File: config.mk
export PLATFORM = sky130hd
export DESIGN_NAME = jtag_debug_top
export DESIGN_NICKNAME = d
export VERILOG_FILES = /design/src/jtag_pkg.sv /design/src/data_path.sv /design/src/instruction_path.sv /design/src/jtag_debug_top.sv /design/src/scan_register.sv /design/src/tap_controller.sv /design/src/tdo_select.sv
export SDC_FILE = /design/constraint.sdc
export NUM_CORES = 1
export LEC_CHECK = 0
export BUFFER_PORTS_ARGS = -buffer_cell sky130_fd_sc_hd__buf_2
export CAP_MARGIN = 20
export CORE_MARGIN = 4
export CORE_UTILIZATION = 55
export CTS_CLUSTER_DIAMETER = 150
export DETAILED_ROUTE_END_ITERATION = 8
export PLACE_DENSITY = 0.76
export SYNTH_ARGS = -nofsm -noshare
export SYNTH_HDL_FRONTEND = slang
export SYNTH_SLANG_ARGS = --single-unit
File: constraint.sdc
create_clock -name update_DR -period 4 [get_ports update_DR]
set_input_delay 0.6 -clock update_DR [delete_from_list [all_inputs] [get_ports update_DR]]
set_output_delay 0.6 -clock update_DR [all_outputs]
set_load 0.02 [all_outputs]
File: src/jtag_pkg.sv
`default_nettype none

package jtag_pkg;

    ////////////////////////////////////////////////////////////
    // TAP controller states
    ////////////////////////////////////////////////////////////
    typedef enum logic [3:0] {
        TAP_RESET      = 4'b0000, // Test-Logic-Reset
        TAP_IDLE       = 4'b0001, // Run-Test/Idle
        TAP_SELECT_DR  = 4'b0010,
        TAP_CAPTURE_DR = 4'b0011,
        TAP_SHIFT_DR   = 4'b0100,
        TAP_EXIT1_DR   = 4'b0101,
        TAP_PAUSE_DR   = 4'b0110,
        TAP_EXIT2_DR   = 4'b0111,
        TAP_UPDATE_DR  = 4'b1000,
        TAP_SELECT_IR  = 4'b1001,
        TAP_CAPTURE_IR = 4'b1010,
        TAP_SHIFT_IR   = 4'b1011,
        TAP_EXIT1_IR   = 4'b1100,
        TAP_PAUSE_IR   = 4'b1101,
        TAP_EXIT2_IR   = 4'b1110,
        TAP_UPDATE_IR  = 4'b1111
    } tap_state_t;

    ////////////////////////////////////////////////////////////
    // Instruction register
    ////////////////////////////////////////////////////////////
    localparam int IR_WIDTH = 4;
    typedef logic [IR_WIDTH-1:0] instr_t;

    localparam instr_t INSTR_BYPASS   = 4'b1111;
    localparam instr_t INSTR_IDCODE   = 4'b0100;
    localparam instr_t INSTR_DATALOAD = 4'b0110; // Memory write of one byte
    localparam instr_t INSTR_ADDRLOAD = 4'b0111; // Start and end address
    localparam instr_t IR_CAPTURE     = 4'b0001; // Low bits read 01 on capture

    // Data register between tdi and tdo
    typedef enum logic [1:0] {
        BYPASS = 2'b00,
        IDCODE = 2'b01,
        ADDR   = 2'b10,
        DLOAD  = 2'b11
    } dr_sel_t;

    ////////////////////////////////////////////////////////////
    // Data register payloads
    ////////////////////////////////////////////////////////////
    localparam logic [31:0] IDCODE_VALUE = 32'hDEAD104D;
    typedef logic [31:0] idcode_t;

    localparam int MEM_ADDR_WIDTH = 8;
    localparam int MEM_DATA_WIDTH = 8;
    typedef logic [MEM_ADDR_WIDTH-1:0] mem_addr_t;
    typedef logic [MEM_DATA_WIDTH-1:0] mem_data_t;

    typedef logic [2*MEM_ADDR_WIDTH-1:0] addr_range_t;                // Start high, end low
    typedef logic [MEM_ADDR_WIDTH+MEM_DATA_WIDTH-1:0] dload_t;        // Address high, data low

endpackage

`default_nettype wire

File: src/data_path.sv
`timescale 1ns/100ps
`default_nettype none

module data_path (
    input  wire logic               update_DR,
    input  wire logic               rst,
    input  wire jtag_pkg::dr_sel_t  dr_sel,
    input  wire logic               capture_dr,
    input  wire logic               shift_dr,
    input  wire logic               update_dr_strobe,
    input  wire logic               tdi,
    output logic                    dr_tdo,
    output jtag_pkg::mem_addr_t     start_addr,
    output jtag_pkg::mem_addr_t     end_addr,
    output logic                    mem_write,
    output jtag_pkg::mem_addr_t     mem_addr,
    output jtag_pkg::mem_data_t     mem_wdata
);
    import jtag_pkg::*;

    logic        en_bypass, en_idcode, en_addr, en_dload;
    logic        tdo_bypass, tdo_idcode, tdo_addr, tdo_dload;
    addr_range_t addr_q;  // Held start and end address
    dload_t      dload_q; // Held write address and data

    // Only the selected register captures, shifts or updates
    assign en_bypass = (dr_sel == BYPASS);
    assign en_idcode = (dr_sel == IDCODE);
    assign en_addr   = (dr_sel == ADDR);
    assign en_dload  = (dr_sel == DLOAD);

    ////////////////////////////////////////////////////////////
    // Data registers
    ////////////////////////////////////////////////////////////
    scan_register #(.payload_t(logic), .CAPTURE_ONLY(1'b1)) u_bypass (
        .update_DR(update_DR), .rst(rst), .enable(en_bypass),
        .capture(capture_dr), .shift(shift_dr), .update(update_dr_strobe),
        .tdi(tdi), .capture_value(1'b0), .reset_value(1'b0), // Leading 0 on tdo
        .serial_out(tdo_bypass), .parallel_out()
    );

    scan_register #(.payload_t(idcode_t), .CAPTURE_ONLY(1'b1)) u_idcode (
        .update_DR(update_DR), .rst(rst), .enable(en_idcode),
        .capture(capture_dr), .shift(shift_dr), .update(update_dr_strobe),
        .tdi(1'b1),            // Ones fill in behind the code
        .capture_value(IDCODE_VALUE), .reset_value(IDCODE_VALUE),
        .serial_out(tdo_idcode), .parallel_out()
    );

    scan_register #(.payload_t(addr_range_t), .CAPTURE_ONLY(1'b0)) u_addr (
        .update_DR(update_DR), .rst(rst), .enable(en_addr),
        .capture(capture_dr), .shift(shift_dr), .update(update_dr_strobe),
        .tdi(tdi), .capture_value(addr_q), // Reads back the held range
        .reset_value('0),
        .serial_out(tdo_addr), .parallel_out(addr_q)
    );

    scan_register #(.payload_t(dload_t), .CAPTURE_ONLY(1'b0)) u_dload (
        .update_DR(update_DR), .rst(rst), .enable(en_dload),
        .capture(capture_dr), .shift(shift_dr), .update(update_dr_strobe),
        .tdi(tdi), .capture_value('0), .reset_value('0),
        .serial_out(tdo_dload), .parallel_out(dload_q)
    );

    always_comb begin
        case (dr_sel)
            IDCODE:  dr_tdo = tdo_idcode;
            ADDR:    dr_tdo = tdo_addr;
            DLOAD:   dr_tdo = tdo_dload;
            default: dr_tdo = tdo_bypass;
        endcase
    end

    ////////////////////////////////////////////////////////////
    // Memory side
    ////////////////////////////////////////////////////////////
    assign start_addr = addr_q[2*MEM_ADDR_WIDTH-1:MEM_ADDR_WIDTH];
    assign end_addr   = addr_q[MEM_ADDR_WIDTH-1:0];
    assign mem_addr   = dload_q[MEM_ADDR_WIDTH+MEM_DATA_WIDTH-1:MEM_DATA_WIDTH];
    assign mem_wdata  = dload_q[MEM_DATA_WIDTH-1:0]; // Valid while mem_write is high

    // One pulse per DATALOAD update, same edge as the update stage
    always_ff @(posedge update_DR) begin
        if (rst) begin
            mem_write <= 1'b0;
        end else begin
            mem_write <= update_dr_strobe && (dr_sel == DLOAD);
        end
    end

    // Write pulse lasts a single cycle
    a_write_one_cycle : assert property (
        @(posedge update_DR) disable iff (rst)
        mem_write |=> !mem_write
    );

endmodule

`default_nettype wire

File: src/instruction_path.sv
`timescale 1ns/100ps
`default_nettype none

module instruction_path (
    input  wire logic         update_DR,
    input  wire logic         rst,        // Held high in Test-Logic-Reset too
    input  wire logic         capture_ir,
    input  wire logic         shift_ir,
    input  wire logic         update_ir,
    input  wire logic         tdi,
    output logic              ir_tdo,
    output jtag_pkg::dr_sel_t dr_sel
);
    import jtag_pkg::*;

    instr_t instr; // Instruction in effect

    // IR is always in the chain when the IR strobes fire
    scan_register #(
        .payload_t    (instr_t),
        .CAPTURE_ONLY (1'b0)
    ) u_ir (
        .update_DR     (update_DR),
        .rst           (rst),
        .enable        (1'b1),
        .capture       (capture_ir),
        .shift         (shift_ir),
        .update        (update_ir),
        .tdi           (tdi),
        .capture_value (IR_CAPTURE),
        .reset_value   (INSTR_IDCODE), // IDCODE after reset
        .serial_out    (ir_tdo),
        .parallel_out  (instr)
    );

    ////////////////////////////////////////////////////////////
    // Instruction decode
    ////////////////////////////////////////////////////////////
    always_comb begin
        case (instr)
            INSTR_IDCODE:   dr_sel = IDCODE;
            INSTR_ADDRLOAD: dr_sel = ADDR;
            INSTR_DATALOAD: dr_sel = DLOAD;
            default:        dr_sel = BYPASS; // INSTR_BYPASS and every unknown code
        endcase
    end

endmodule

`default_nettype wire

File: src/jtag_debug_top.sv
`timescale 1ns/100ps
`default_nettype none

module jtag_debug_top (
    input  wire logic           update_DR,
    input  wire logic           rst,
    input  wire logic           tms,
    input  wire logic           tdi,
    output logic                tdo,
    output logic                tdo_en,
    output jtag_pkg::mem_addr_t start_addr,
    output jtag_pkg::mem_addr_t end_addr,
    output logic                mem_write,
    output jtag_pkg::mem_addr_t mem_addr,
    output jtag_pkg::mem_data_t mem_wdata,
    output logic                mem_reset
);
    import jtag_pkg::*;

    logic    capture_ir, shift_ir, update_ir;
    logic    capture_dr, shift_dr, update_dr_strobe;
    logic    ir_tdo, dr_tdo;
    dr_sel_t dr_sel;

    tap_controller u_tap_controller (
        .update_DR(update_DR), .rst(rst), .tms(tms),
        .capture_ir(capture_ir), .shift_ir(shift_ir), .update_ir(update_ir),
        .capture_dr(capture_dr), .shift_dr(shift_dr),
        .update_dr_strobe(update_dr_strobe), .mem_reset(mem_reset)
    );

    // Test-Logic-Reset puts IDCODE back
    instruction_path u_instruction_path (
        .update_DR(update_DR), .rst(mem_reset),
        .capture_ir(capture_ir), .shift_ir(shift_ir), .update_ir(update_ir),
        .tdi(tdi), .ir_tdo(ir_tdo), .dr_sel(dr_sel)
    );

    data_path u_data_path (
        .update_DR(update_DR), .rst(rst), .dr_sel(dr_sel),
        .capture_dr(capture_dr), .shift_dr(shift_dr),
        .update_dr_strobe(update_dr_strobe), .tdi(tdi), .dr_tdo(dr_tdo),
        .start_addr(start_addr), .end_addr(end_addr), .mem_write(mem_write),
        .mem_addr(mem_addr), .mem_wdata(mem_wdata)
    );

    tdo_select u_tdo_select (
        .shift_ir(shift_ir), .shift_dr(shift_dr),
        .ir_tdo(ir_tdo), .dr_tdo(dr_tdo),
        .tdo(tdo), .tdo_en(tdo_en)
    );

endmodule

`default_nettype wire

File: src/scan_register.sv
`timescale 1ns/100ps
`default_nettype none

module scan_register #(
    parameter type payload_t    = logic,
    parameter bit  CAPTURE_ONLY = 1'b0   // No update stage, for IDCODE and BYPASS
) (
    input  wire logic     update_DR,
    input  wire logic     rst,
    input  wire logic     enable,        // Register selected between tdi and tdo
    input  wire logic     capture,
    input  wire logic     shift,
    input  wire logic     update,
    input  wire logic     tdi,
    input  wire payload_t capture_value,
    input  wire payload_t reset_value,
    output logic          serial_out,
    output payload_t      parallel_out
);
    localparam int WIDTH = $bits(payload_t);

    payload_t         shift_q;   // Shift stage
    logic [WIDTH-1:0] shift_ext; // tdi on top, one step to the right

    // Works down to a single bit
    assign shift_ext  = WIDTH'({tdi, shift_q} >> 1);
    assign serial_out = 1'(shift_q); // LSB leaves first

    ////////////////////////////////////////////////////////////
    // Shift stage
    ////////////////////////////////////////////////////////////
    always_ff @(posedge update_DR) begin
        if (rst) begin
            shift_q <= reset_value;
        end else if (enable && capture) begin
            shift_q <= capture_value;
        end else if (enable && shift) begin
            shift_q <= shift_ext;
        end
    end

    ////////////////////////////////////////////////////////////
    // Update stage
    ////////////////////////////////////////////////////////////
    if (CAPTURE_ONLY) begin : g_capture_only
        assign parallel_out = shift_q; // Nothing is held
    end else begin : g_update
        payload_t update_q;

        always_ff @(posedge update_DR) begin
            if (rst) begin
                update_q <= reset_value;
            end else if (enable && update) begin
                update_q <= shift_q; // Shifted value goes live
            end
        end

        assign parallel_out = update_q;
    end

endmodule

`default_nettype wire

File: src/tap_controller.sv
`timescale 1ns/100ps
`default_nettype none

module tap_controller (
    input  wire logic update_DR,
    input  wire logic rst,
    input  wire logic tms,
    output logic      capture_ir,
    output logic      shift_ir,
    output logic      update_ir,
    output logic      capture_dr,
    output logic      shift_dr,
    output logic      update_dr_strobe,
    output logic      mem_reset
);
    import jtag_pkg::*;

    tap_state_t state;
    tap_state_t state_next;

    ////////////////////////////////////////////////////////////
    // State register and TAP graph
    ////////////////////////////////////////////////////////////
    always_ff @(posedge update_DR) begin
        if (rst) begin
            state <= TAP_RESET;
        end else begin
            state <= state_next;
        end
    end

    always_comb begin
        case (state)
            TAP_RESET:      state_next = tms ? TAP_RESET     : TAP_IDLE;
            TAP_IDLE:       state_next = tms ? TAP_SELECT_DR : TAP_IDLE;
            TAP_SELECT_DR:  state_next = tms ? TAP_SELECT_IR : TAP_CAPTURE_DR;
            TAP_CAPTURE_DR: state_next = tms ? TAP_EXIT1_DR  : TAP_SHIFT_DR;
            TAP_SHIFT_DR:   state_next = tms ? TAP_EXIT1_DR  : TAP_SHIFT_DR;
            TAP_EXIT1_DR:   state_next = tms ? TAP_UPDATE_DR : TAP_PAUSE_DR;
            TAP_PAUSE_DR:   state_next = tms ? TAP_EXIT2_DR  : TAP_PAUSE_DR;
            TAP_EXIT2_DR:   state_next = tms ? TAP_UPDATE_DR : TAP_SHIFT_DR; // Back to shifting
            TAP_UPDATE_DR:  state_next = tms ? TAP_SELECT_DR : TAP_IDLE;
            TAP_SELECT_IR:  state_next = tms ? TAP_RESET     : TAP_CAPTURE_IR;
            TAP_CAPTURE_IR: state_next = tms ? TAP_EXIT1_IR  : TAP_SHIFT_IR;
            TAP_SHIFT_IR:   state_next = tms ? TAP_EXIT1_IR  : TAP_SHIFT_IR;
            TAP_EXIT1_IR:   state_next = tms ? TAP_UPDATE_IR : TAP_PAUSE_IR;
            TAP_PAUSE_IR:   state_next = tms ? TAP_EXIT2_IR  : TAP_PAUSE_IR;
            TAP_EXIT2_IR:   state_next = tms ? TAP_UPDATE_IR : TAP_SHIFT_IR;
            TAP_UPDATE_IR:  state_next = tms ? TAP_SELECT_DR : TAP_IDLE;
            default:        state_next = TAP_RESET;
        endcase
    end

    ////////////////////////////////////////////////////////////
    // Strobes decoded from the current state
    ////////////////////////////////////////////////////////////
    // Each one acts on the edge that leaves its state
    assign capture_ir       = (state == TAP_CAPTURE_IR);
    assign shift_ir         = (state == TAP_SHIFT_IR);   // Includes the edge into Exit1-IR
    assign update_ir        = (state == TAP_UPDATE_IR);
    assign capture_dr       = (state == TAP_CAPTURE_DR);
    assign shift_dr         = (state == TAP_SHIFT_DR);
    assign update_dr_strobe = (state == TAP_UPDATE_DR);
    assign mem_reset        = (state == TAP_RESET);      // Also clears the instruction

    // Five TMS-high edges reach Test-Logic-Reset from any state
    a_tms_reset : assert property (
        @(posedge update_DR) disable iff (rst)
        (tms && $past(tms) && $past(tms, 2) && $past(tms, 3) && $past(tms, 4))
            |=> (state == TAP_RESET)
    );

endmodule

`default_nettype wire

File: src/tdo_select.sv
`timescale 1ns/100ps
`default_nettype none

module tdo_select (
    input  wire logic shift_ir,
    input  wire logic shift_dr,
    input  wire logic ir_tdo,
    input  wire logic dr_tdo,
    output logic      tdo,
    output logic      tdo_en
);

    // Output driver on only while a chain is shifting
    assign tdo_en = shift_ir | shift_dr;

    // IR chain in Shift-IR, data chain otherwise
    assign tdo = shift_ir ? ir_tdo : dr_tdo;

    // No clock here, so checked as the levels settle
    always_comb begin
        if (tdo_en) begin
            a_tdo_known : assert (!$isunknown(tdo));
        end
    end

endmodule

`default_nettype wire
==> run_results.csv, run 1 <==
group,metric,value,unit
synth,synth_top_area_cell,"dfxtp_1",
die,fp.coreArea,7727,um^2
timing,fin_tns_setup,0,ns
cts,root_buffer,"clkbuf_8",
drt,ant_nets,0,
pwr,ir_drop,0.0002383,V
die,dieArea,9422,um^2
global_route,grt_pass1_vias,3071,
place,dp_hpwl,5444,um
cts,clk_path_buf_depth,2,
synth,ys_ff_latch,108,
synth,syn_nets,463,
cts,cts-htree-levels,3,
synth,synth_seq_area_share,49.56,%
timing,fmax,0.3732,GHz
place,dp_slack,1.437,ns
die,rows,32,
worst_setup_path,critPathCaptureType,"output port",
synth,ys.flop_type,"dfxtp_1",
timing,finalSetupViolCount,0,
drt,drt_iter0_markers,138,
die,num_io_pins,40,
cts,ctsResizeCount,0,
timing,fin_crit_sh,66.99,%
cts,cts_buffers,9,
finish,design_area,4703,um^2
synth,syn_avg_cell_area,9.505,um^2
run,cap_violations,0,
synth,synth_area_leaders,"dfxtp_1 (50%), nor2_1 (7.7%), mux2i_1 (7.3%), a22oi_1 (6.2%), a22o_1 (3.6%)",
worst_setup_path,cpMostUsedCell,"nand2_1",
cts,clk-insertion-delay-late,0.37,ns
die,die_w,97.07,um
finish,layout-drive-gt1-share,15.63,%
place,gp_congestion,0.8200,
worst_setup_path,slowest_stage,"dfxtp_1",
timing,timing.hold.ws,0.4804,ns
worst_hold_path,min_path_type,"flop to flop",
timing,fin_ws,1.320,ns
worst_setup_path,cp_max_fo,25,
finish,fillers,681,
timing,rsz0062_at_grt,"false",
worst_setup_path,max_stage_delay,0.92,ns
outcome,outcome,"completed",
drt,dr_total_vias,3265,
cts,tritoncts,"yes",
global_route,grt_start_max_net_pins,39,
drt,drt-total-wl,8225,um
place,port_buffers,39,
cts,cts_setup_buffers,0,
timing,relSlewSlack,30.31,%
synth,synth_warnings,0,
finish,syn2layout_area_growth,7.800,%
synth,synthesis.area,4363,um^2
worst_setup_path,cp_data_required_time,3.40,ns
worst_setup_path,arrival,2.08,ns
cts,cts_sinks,108,
synth,yosysTopAreaCellShare,49.56,%
timing,clock_skew,0.01379,ns
timing,period_minus_slack,2.680,ns
synth,synthCells,459,
cts,clk_pin_slew_worst_paths,0.09,ns
global_route,grtUsageTotal,17.94,%
drt,wl_per_cell,14.13,um
global_route,grt_overflow_total,0,
drt,drc,0,
global_route,grt_antenna_before_repair,0,
place,dpl_cell_area,4504,um^2
finish,antenna_cells,0,
pwr,power.density,376.1,nW/um^2
timing,worstMarginPinSlew,1.042,ns
drt,via_per_inst,5.610,
worst_setup_path,path_class,"flop to output port",
timing,timing_hold_violations_final,0,
die,start_util,56.46,%
drt,drt-pass1-iter-count,4,
timing,final_max_slew_viol_count,0,
finish,nets,479,
synth,synthDistinctLibCells,52,
die,die_height,97.07,um
synth,ys_async_sr_fraction,0,%
worst_setup_path,crit_path_start_kind,"flop",
synth,synth-edff-count,0,
place,dp.cells,565,
finish,fin_cells,582,
pwr,p_leak,1.979,nW
worst_setup_path,crit_path_cell_trace,"nand2_1 -> nor2_1 -> nand2_1 -> o21ai_0 -> buf_2",
cts,cts_hold_buf,0,
global_route,grt_first_pass_wirelength,14390,um
-- registers in the layout, summed over array words and instances, names as in the netlist --
name / cells
u_data_path.u_addr.parallel_out: 16
u_data_path.u_bypass.parallel_out: 1
u_data_path.u_addr.shift_q: 16
u_data_path.mem_write: 1
u_data_path.u_idcode.parallel_out: 30
u_instruction_path.u_ir.parallel_out: 4
u_tap_controller.state: 4
u_data_path.u_dload.shift_q: 16
u_data_path.u_dload.parallel_out: 16
u_instruction_path.u_ir.shift_q: 4
-- report_power, final --
group          internal [mW]  switching, mW
combinational         0.0226         0.0447
clock                  0.239          0.370
sequential              1.08         0.0140
-- cell usage after synthesis, types with 2 or more instances --
| cell | number |
|---|---|
| and2_1 | 2 |
| a32o_1 | 2 |
| buf_6 | 4 |
| nand3_1 | 6 |
| a31oi_1 | 2 |
| a211oi_1 | 2 |
| o221ai_1 | 2 |
| mux2i_1 | 32 |
| a2111oi_0 | 2 |
| buf_4 | 7 |
| nor2_1 | 89 |
| inv_1 | 7 |
| buf_2 | 9 |
| nand2_1 | 11 |
| clkbuf_1 | 19 |
| o22ai_1 | 18 |
| dfxtp_1 | 108 |
| nand2b_1 | 17 |
| a21oi_1 | 20 |
| o21ai_0 | 3 |
| nor3_1 | 12 |
| a22o_1 | 18 |
| a22oi_1 | 36 |
| o32ai_1 | 3 |
-- path summary, 6_finish.rpt --
| path | start | cells after the start | slack (ns) | endpoint |
|---|---|---|---|---|
| setup / recovery | u_tap_controller.state[1] | 5 | 1.32 | tdo |
| hold / removal | u_data_path.u_bypass.parallel_out | 2 | 0.48 | u_data_path.u_bypass.parallel_out |
| setup reg to reg | u_tap_controller.state[3] | 4 | 1.46 | u_data_path.u_dload.parallel_out[13] |
| hold reg to reg | u_data_path.u_bypass.parallel_out | 2 | 0.48 | u_data_path.u_bypass.parallel_out |
-- routing by layer --
metal | part of all wire (%) | vias up | GRT usage [%]
li1 | - | 1669 | -
met1 | 48 | 1537 | 24.12
met2 | 47 | 53 | 28.61
met3 | 4.2 | 6 | 4.164
met4 | 1.0 | 0 | 5.724
met5 | 0 | - | 0
-- final cells by class --
type / instances / area (um^2) / share of cell area [%]
repair buffers: 45 / 247.7 / 5.267
multi-input cells: 303 / 1952 / 41.50
clock buffers: 10 / 127.6 / 2.713
inverters: 8 / 30.03 / 0.6385
well taps: 102 / 127.6 / 2.713
flip-flops and latches: 108 / 2162 / 45.97
clock inverters: 6 / 56.30 / 1.197
-- critical path, delay by kind of cell, from the launching register on --
family	cells	cell delay (ns)
AO/OA/AOI/OAI	1	0.09
buffers and inverters	1	0.20
AND/OR/NAND/NOR	3	0.52
flip-flops	1	0.92
-- through the flow --
| stage | utilization [%] | power, mW |
|---|---|---|
| 3_3_place_gp | 58.29 | 1.183 |
| 6_report | 60.86 | 1.769 |
| 4_1_cts | 60.67 | 1.793 |
| 5_1_grt | 60.86 | 1.852 |
| 2_1_floorplan | - | 1.173 |
| 3_5_place_dp | 58.29 | 1.184 |
-- kinds of logic (layout without fill, tap and decap cells) --
kind of cell    count (synthesis)  count (layout)  share of synthesized area (%)
simple gates                  152             152                          17.21
compound gates                117             117                          19.73
flops                         108             108                          49.56
buf+inv                        48              69                          5.707
mux                            33              33                          7.600
xor+xnor                        1               1                         0.2008
-- layout by cell type, fill, tap and decap left out, types with 3 or more instances in the layout --
| master | n |
|---|---|
| mux2i_1 | 32 |
| a22oi_1 | 36 |
| buf_2 | 39 |
| o22ai_1 | 18 |
| nand2_1 | 11 |
| inv_1 | 7 |
| nand3_1 | 6 |
| clkbuf_8 | 9 |
| a21oi_1 | 20 |
| clkinv_4 | 3 |
| o21ai_0 | 3 |
| nor3_1 | 12 |
| buf_4 | 5 |
| nand2b_1 | 17 |
| nor2_1 | 89 |
| a22o_1 | 18 |
| dfxtp_1 | 108 |
| o32ai_1 | 3 |
Note: power is estimated with default switching activity, not from simulation.
==> run 2, diff against run 1 <==
--- a/config.mk
+++ b/config.mk
@@ -5,6 +5,7 @@
 export SDC_FILE = /design/constraint.sdc
 export NUM_CORES = 1
 export LEC_CHECK = 0
+export ABC_AREA = 1
 export BUFFER_PORTS_ARGS = -buffer_cell sky130_fd_sc_hd__buf_2
 export CAP_MARGIN = 20
 export CORE_MARGIN = 4
==> constraint.sdc (replaced) <==
create_clock -name update_DR -period 2.55 [get_ports update_DR]
set_input_delay 0.3825 -clock update_DR [delete_from_list [all_inputs] [get_ports update_DR]]
set_output_delay 0.3825 -clock update_DR [all_outputs]
set_load 0.02 [all_outputs]
==> run_results.csv, run 2 <==
group,metric,value,unit
outcome,outcome,"completed",
cts,cts_setup_buffers,0,
synth,yosysMostFrequentCell,"nand2_1",
synth,syn_avg_cell_area,7.116,um^2
synth,synthesis.area,4398,um^2
worst_setup_path,path_class,"flop to output port",
timing,worstMarginPinSlew,0.8300,ns
drt,drt_iter0_markers,284,
finish,antenna_cells,0,
global_route,grt_start_max_net_pins,50,
finish,largest_register_ffs,30,
cts,cts_hold_buf,0,
synth,synth_area_leaders,"dfxtp_1 (49%), nand2_1 (17%), a21oi_1 (8.0%), nor2_1 (5.3%), inv_1 (4.8%)",
pwr,power.density,596.9,nW/um^2
worst_setup_path,crit_path_start_kind,"flop",
synth,synth-edff-count,0,
timing,rsz0062_at_grt,"false",
run,cap_violations,0,
global_route,grt_pass1_vias,3338,
global_route,grt_overflow_total,0,
place,dpl_cell_area,4594,um^2
synth,ys.flop_type,"dfxtp_1",
synth,ys_ff_latch,108,
place,dp_slack,0.8281,ns
cts,clk_path_buf_depth,2,
global_route,grt_antenna_before_repair,0,
die,fp.coreArea,7767,um^2
die,die_w,97.42,um
timing,fin_tns_setup,0,ns
pwr,ir_drop,0.0002952,V
die,dieArea,9491,um^2
finish,fin_cells,751,
finish,layout-drive-gt1-share,12.48,%
drt,drc,0,
drt,dr_total_vias,3729,
timing,fin_crit_sh,83.09,%
synth,synthDistinctLibCells,28,
synth,synth_seq_area_share,49.16,%
finish,nets,648,
drt,via_per_inst,4.965,
finish,layout_commonest_cell,"nand2_1",
timing,fmax,0.4720,GHz
finish,syn2layout_area_growth,9.218,%
synth,synthCells,618,
finish,design_area,4803,um^2
cts,clk_pin_slew_worst_paths,0.11,ns
cts,cts_sinks,108,
place,dp.cells,735,
die,rows,32,
synth,synthTopCellsByCount,"nand2_1 (199), dfxtp_1 (108), a21oi_1 (70)",
cts,clk-insertion-delay-late,0.37,ns
die,die_height,97.42,um
cts,cts_buffers,9,
place,port_buffers,39,
global_route,grtUsageTotal,18.62,%
drt,drt-total-wl,8475,um
timing,final_max_slew_viol_count,0,
synth,syn_nets,622,
timing,fin_ws,0.4312,ns
cts,cts-htree-levels,3,
place,gp_congestion,0.8807,
worst_setup_path,cp_data_required_time,2.17,ns
cts,tritoncts,"yes",
worst_setup_path,cp_max_fo,4,
timing,period_minus_slack,2.119,ns
timing,relSlewSlack,44.60,%
timing,clock_skew,0.01266,ns
cts,root_buffer,"clkbuf_8",
drt,drt-pass1-iter-count,7,
place,dp_hpwl,5576,um
pwr,total_power,2.867,mW
global_route,grt_first_pass_wirelength,15010,um
cts,ctsResizeCount,0,
synth,synth_top_area_cell,"dfxtp_1",
drt,wl_per_cell,11.28,um
finish,mostFrequentLayoutCells,"nand2_1 (199), dfxtp_1 (108), a21oi_1 (70)",
synth,synth_warnings,0,
finish,fillers,694,
worst_hold_path,min_path_type,"primary input to flop",
worst_setup_path,arrival,1.74,ns
die,num_io_pins,40,
synth,yosysTopAreaCellShare,49.16,%
timing,timing_hold_violations_final,0,
synth,ys_async_sr_fraction,0,%
worst_setup_path,critPathCaptureType,"output port",
timing,finalSetupViolCount,0,
drt,ant_nets,0,
pwr,p_leak,2.268,nW
die,start_util,56.62,%
run 2: cell count changes after synthesis, sizes merged, moves of 11 or more:
cell / previous run / this run
nand2b: 17 / 0
inv: 8 / 62
o22ai: 18 / 0
mux2i: 32 / 0
a22oi: 37 / 0
a22o: 18 / 0
clkbuf: 20 / 6
a21oi: 20 / 71
nand3: 7 / 25
nand2: 11 / 203
o21ai: 3 / 43
nor2: 91 / 69
nor3: 12 / 1
run 2: path summary, 6_finish.rpt:
check / from / endpoint / slack (ns) / cells after the start
worst max register to register: u_tap_controller.state[1] / u_data_path.u_idcode.parallel_out[22] / 0.71 / 6
worst min register to register: u_data_path.u_idcode.parallel_out[29] / u_data_path.u_idcode.parallel_out[29] / 0.46 / 2
worst max-delay path: u_instruction_path.u_ir.parallel_out[2] / tdo / 0.43 / 9
worst min-delay path: rst / u_data_path.u_bypass.parallel_out / 0.32 / 2
run 2: routing by layer:
layer / routed length (um) / GRT usage [%]
met1: 4172 / 25.90
met5: 0 / 0
met3: 373 / 3.948
met2: 3815 / 28.57
met4: 112 / 6.709
run 2: report_power, final:
part	internal, mW	leakage, nW	total (mW)	switching [mW]
sequential	1.70	0.871	1.70	0.00927
combinational	0.0278	1.29	0.107	0.0788
clock	0.469	0.103	1.06	0.587
run 2: area by class of cell:
class / count / area, um^2 / share of cell area (%)
inverters: 62 / 235.2 / 4.897
well taps: 102 / 127.6 / 2.657
clock inverters: 7 / 85.08 / 1.771
clock buffers: 9 / 123.9 / 2.579
repair buffers: 43 / 225.2 / 4.689
flip-flops and latches: 108 / 2162 / 45.01
multi-input cells: 420 / 1844 / 38.40
run 2: kinds of logic (layout without fill, tap and decap cells):
family          count (synthesis)  after routing  share of synthesized area, %
flops                         108            108                         49.16
compound gates                118            118                         13.97
simple gates                  302            302                         27.97
buf+inv                        90            121                         8.905
run 2: worst max-delay path, cell delays in order, from the launching register on:
cell	delay (ns)
dfxtp_1	0.35
inv_1	0.06
nor2_1	0.22
nand3_1	0.16
inv_1	0.14
nand2_1	0.07
nand3_1	0.08
nand2_1	0.06
nand2_1	0.06
buf_2	0.16
run 2: stage by stage:
stage | utilization, % | hold slack [ns]
after global routing | 61.84 | 0.3170
final | 61.84 | 0.3179
after detailed placement | 59.15 | 0.4455
after global placement | 59.15 | 0.4396
after floorplan | - | 0.4311
after CTS | 61.84 | 0.3089
==> run 3, diff against run 2 <==
--- a/config.mk
+++ b/config.mk
@@ -9,7 +9,7 @@
 export BUFFER_PORTS_ARGS = -buffer_cell sky130_fd_sc_hd__buf_2
 export CAP_MARGIN = 20
 export CORE_MARGIN = 4
-export CORE_UTILIZATION = 55
+export CORE_UTILIZATION = 53
 export CTS_CLUSTER_DIAMETER = 150
 export DETAILED_ROUTE_END_ITERATION = 8
 export PLACE_DENSITY = 0.76
==> constraint.sdc (replaced) <==
create_clock -name update_DR -period 1.91 [get_ports update_DR]
set_input_delay 0.2865 -clock update_DR [delete_from_list [all_inputs] [get_ports update_DR]]
set_output_delay 0.2865 -clock update_DR [all_outputs]
set_load 0.02 [all_outputs]
==> run_results.csv, run 3 (synthesis gave the netlist of run 2 again) <==
group,metric,value,unit
outcome,outcome,"completed",
finish,layout-drive-gt1-share,16.11,%
pwr,p_leak,2.333,nW
pwr,total_power,3.889,mW
finish,nets,657,
drt,drt_iter0_markers,192,
finish,fillers,706,
worst_setup_path,endpoint,"tdo_en",
global_route,grt_first_pass_wirelength,15060,um
drt,dr_total_vias,3825,
finish,syn2layout_area_growth,12.72,%
worst_hold_path,min_path_type,"primary input to flop",
place,port_buffers,39,
worst_setup_path,arrival,1.53,ns
global_route,grt_pass1_vias,3423,
global_route,grtUsageTotal,18.30,%
timing,fmax,0.5492,GHz
cts,root_buffer,"clkbuf_8",
finish,largest_register_ffs,30,
pwr,p_sw_share,24.15,%
finish,utilization,62.85,%
timing,period_minus_slack,1.821,ns
place,dp_hpwl,5847,um
timing,worstMarginPinSlew,0.3076,ns
run,cap_violations,0,
global_route,grt_overflow_total,0,
finish,layout_commonest_cell,"nand2_1",
die,fp.coreArea,7888,um^2
cts,cts_hold_buf,0,
finish,multi_input_area,1898,um^2
place,gp_congestion,0.8283,
finish,antenna_cells,0,
finish,mostFrequentLayoutCells,"nand2_1 (193), dfxtp_1 (104), a21oi_1 (70)",
pwr,ir_drop,0.0003748,V
cts,clk_pin_slew_worst_paths,0.11,ns
worst_setup_path,critPathCaptureType,"output port",
timing,finalSetupViolCount,0,
global_route,grt_antenna_before_repair,0,
drt,drt-total-wl,8914,um
drt,drt-pass1-iter-count,5,
drt,wl_per_cell,11.73,um
worst_setup_path,rr_worst_depth,7,
worst_setup_path,cp_data_required_time,1.62,ns
worst_setup_path,crit_path_start_kind,"flop",
worst_setup_path,cp_max_fo,6,
die,dieArea,9820,um^2
finish,regArea,2170,um^2
worst_setup_path,r2r_end,"u_data_path.u_idcode.parallel_out[5]",
timing,final_max_slew_viol_count,0,
drt,via_per_inst,5.033,
worst_setup_path,worstSetupStartpoint,"u_tap_controller.state[2]",
timing,relSlewSlack,79.42,%
drt,ant_nets,0,
pwr,power.density,784.6,nW/um^2
cts,clk_path_buf_depth,2,
pwr,p_int,2.950,mW
worst_setup_path,path_class,"flop to output port",
cts,cts_buffers,9,
die,die_w,99.10,um
timing,timing_hold_violations_final,0,
timing,clock_skew,0.01451,ns
pwr,pwr-share-seq,58.5,%
die,num_io_pins,40,
pwr,clock_power_share,37.4,%
worst_setup_path,timing.rr.start,"u_tap_controller.state[2]",
pwr,power.switching,0.9391,mW
global_route,grt_start_max_net_pins,48,
die,start_util,55.76,%
cts,cts-htree-levels,3,
drt,drc,0,
worst_setup_path,rrSetupSlack,0.26,ns
die,die_height,99.10,um
die,rows,32,
cts,cts_sinks,108,
cts,tritoncts,"yes",
timing,fin_crit_sh,95.33,%
cts,clk-insertion-delay-late,0.37,ns
pwr,combPwrFrac,4.0,%
==> run 3: critical path, cell delays in order, from the launching register on <==
cell and delay [ns]:
dfxtp_1 0.49, inv_2 0.10, nor2_4 0.15, nand2_2 0.14
nand2_1 0.12, buf_2 0.17
==> run 3: how the worst min path moves through the flow <==
stage	from	end	slack (ns)	cells after the start
after floorplan	tdi	u_instruction_path.u_ir.shift_q[3]	0.43	2
after global placement	u_data_path.u_idcode.parallel_out[29]	u_data_path.u_idcode.parallel_out[29]	0.45	2
after detailed placement	u_data_path.u_idcode.parallel_out[29]	u_data_path.u_idcode.parallel_out[29]	0.45	2
after CTS	tdi	u_instruction_path.u_ir.shift_q[3]	0.22	3
after global routing	tdi	u_instruction_path.u_ir.shift_q[3]	0.22	3
final	rst	u_data_path.u_addr.parallel_out[0]	0.23	2
==> run 3: repair_timing <==
action,in CTS,in global routing
gates resized for setup,7,17
pin swaps,0,3
buffers inserted,0,3
endpoints found under the setup margin,1,1
==> run 3: power by group through the flow <==
stage                     Clock (mW)  Sequential (mW)  Combinational (mW)
after global routing            1.59             2.28               0.178
after floorplan                    0             2.32               0.114
after CTS                       1.50             2.28               0.156
final                           1.46             2.28               0.157
after detailed placement           0             2.33               0.154
after global placement             0             2.33               0.153
==> run 3: layout make-up <==
| type | count | area share [%] |
|---|---|---|
| clock buffer | 9 | 2.499 |
| clock inverter | 7 | 1.843 |
| inverter | 62 | 4.745 |
| multi-input combinational | 420 | 38.29 |
| sequential | 108 | 43.77 |
| tap | 102 | 2.574 |
| timing repair buffer | 52 | 6.285 |
==> run 3: through the flow <==
step,instance area (um^2),setup TNS (ns),setup slack (ns),hold WS [ns],cells
after floorplan,4398,0,0.5127,0.4299,618
after global placement,4652,0,0.3682,0.4455,741
after detailed placement,4652,0,0.3099,0.4510,741
after CTS,4887,0,0.01556,0.2195,757
after global routing,4957,-0.002109,-0.002109,0.2163,760
final,4957,0,0.08924,0.2315,760
==> run 3: layer usage <==
layer / global-route usage (%) / wire [um] / vias to the layer above
met5: 0 / 0 / -
met4: 7.458 / 171 / 0
met3: 3.366 / 411 / 18
met2: 29.55 / 4195 / 95
met1: 24.22 / 4136 / 1710
li1: - / - / 2002
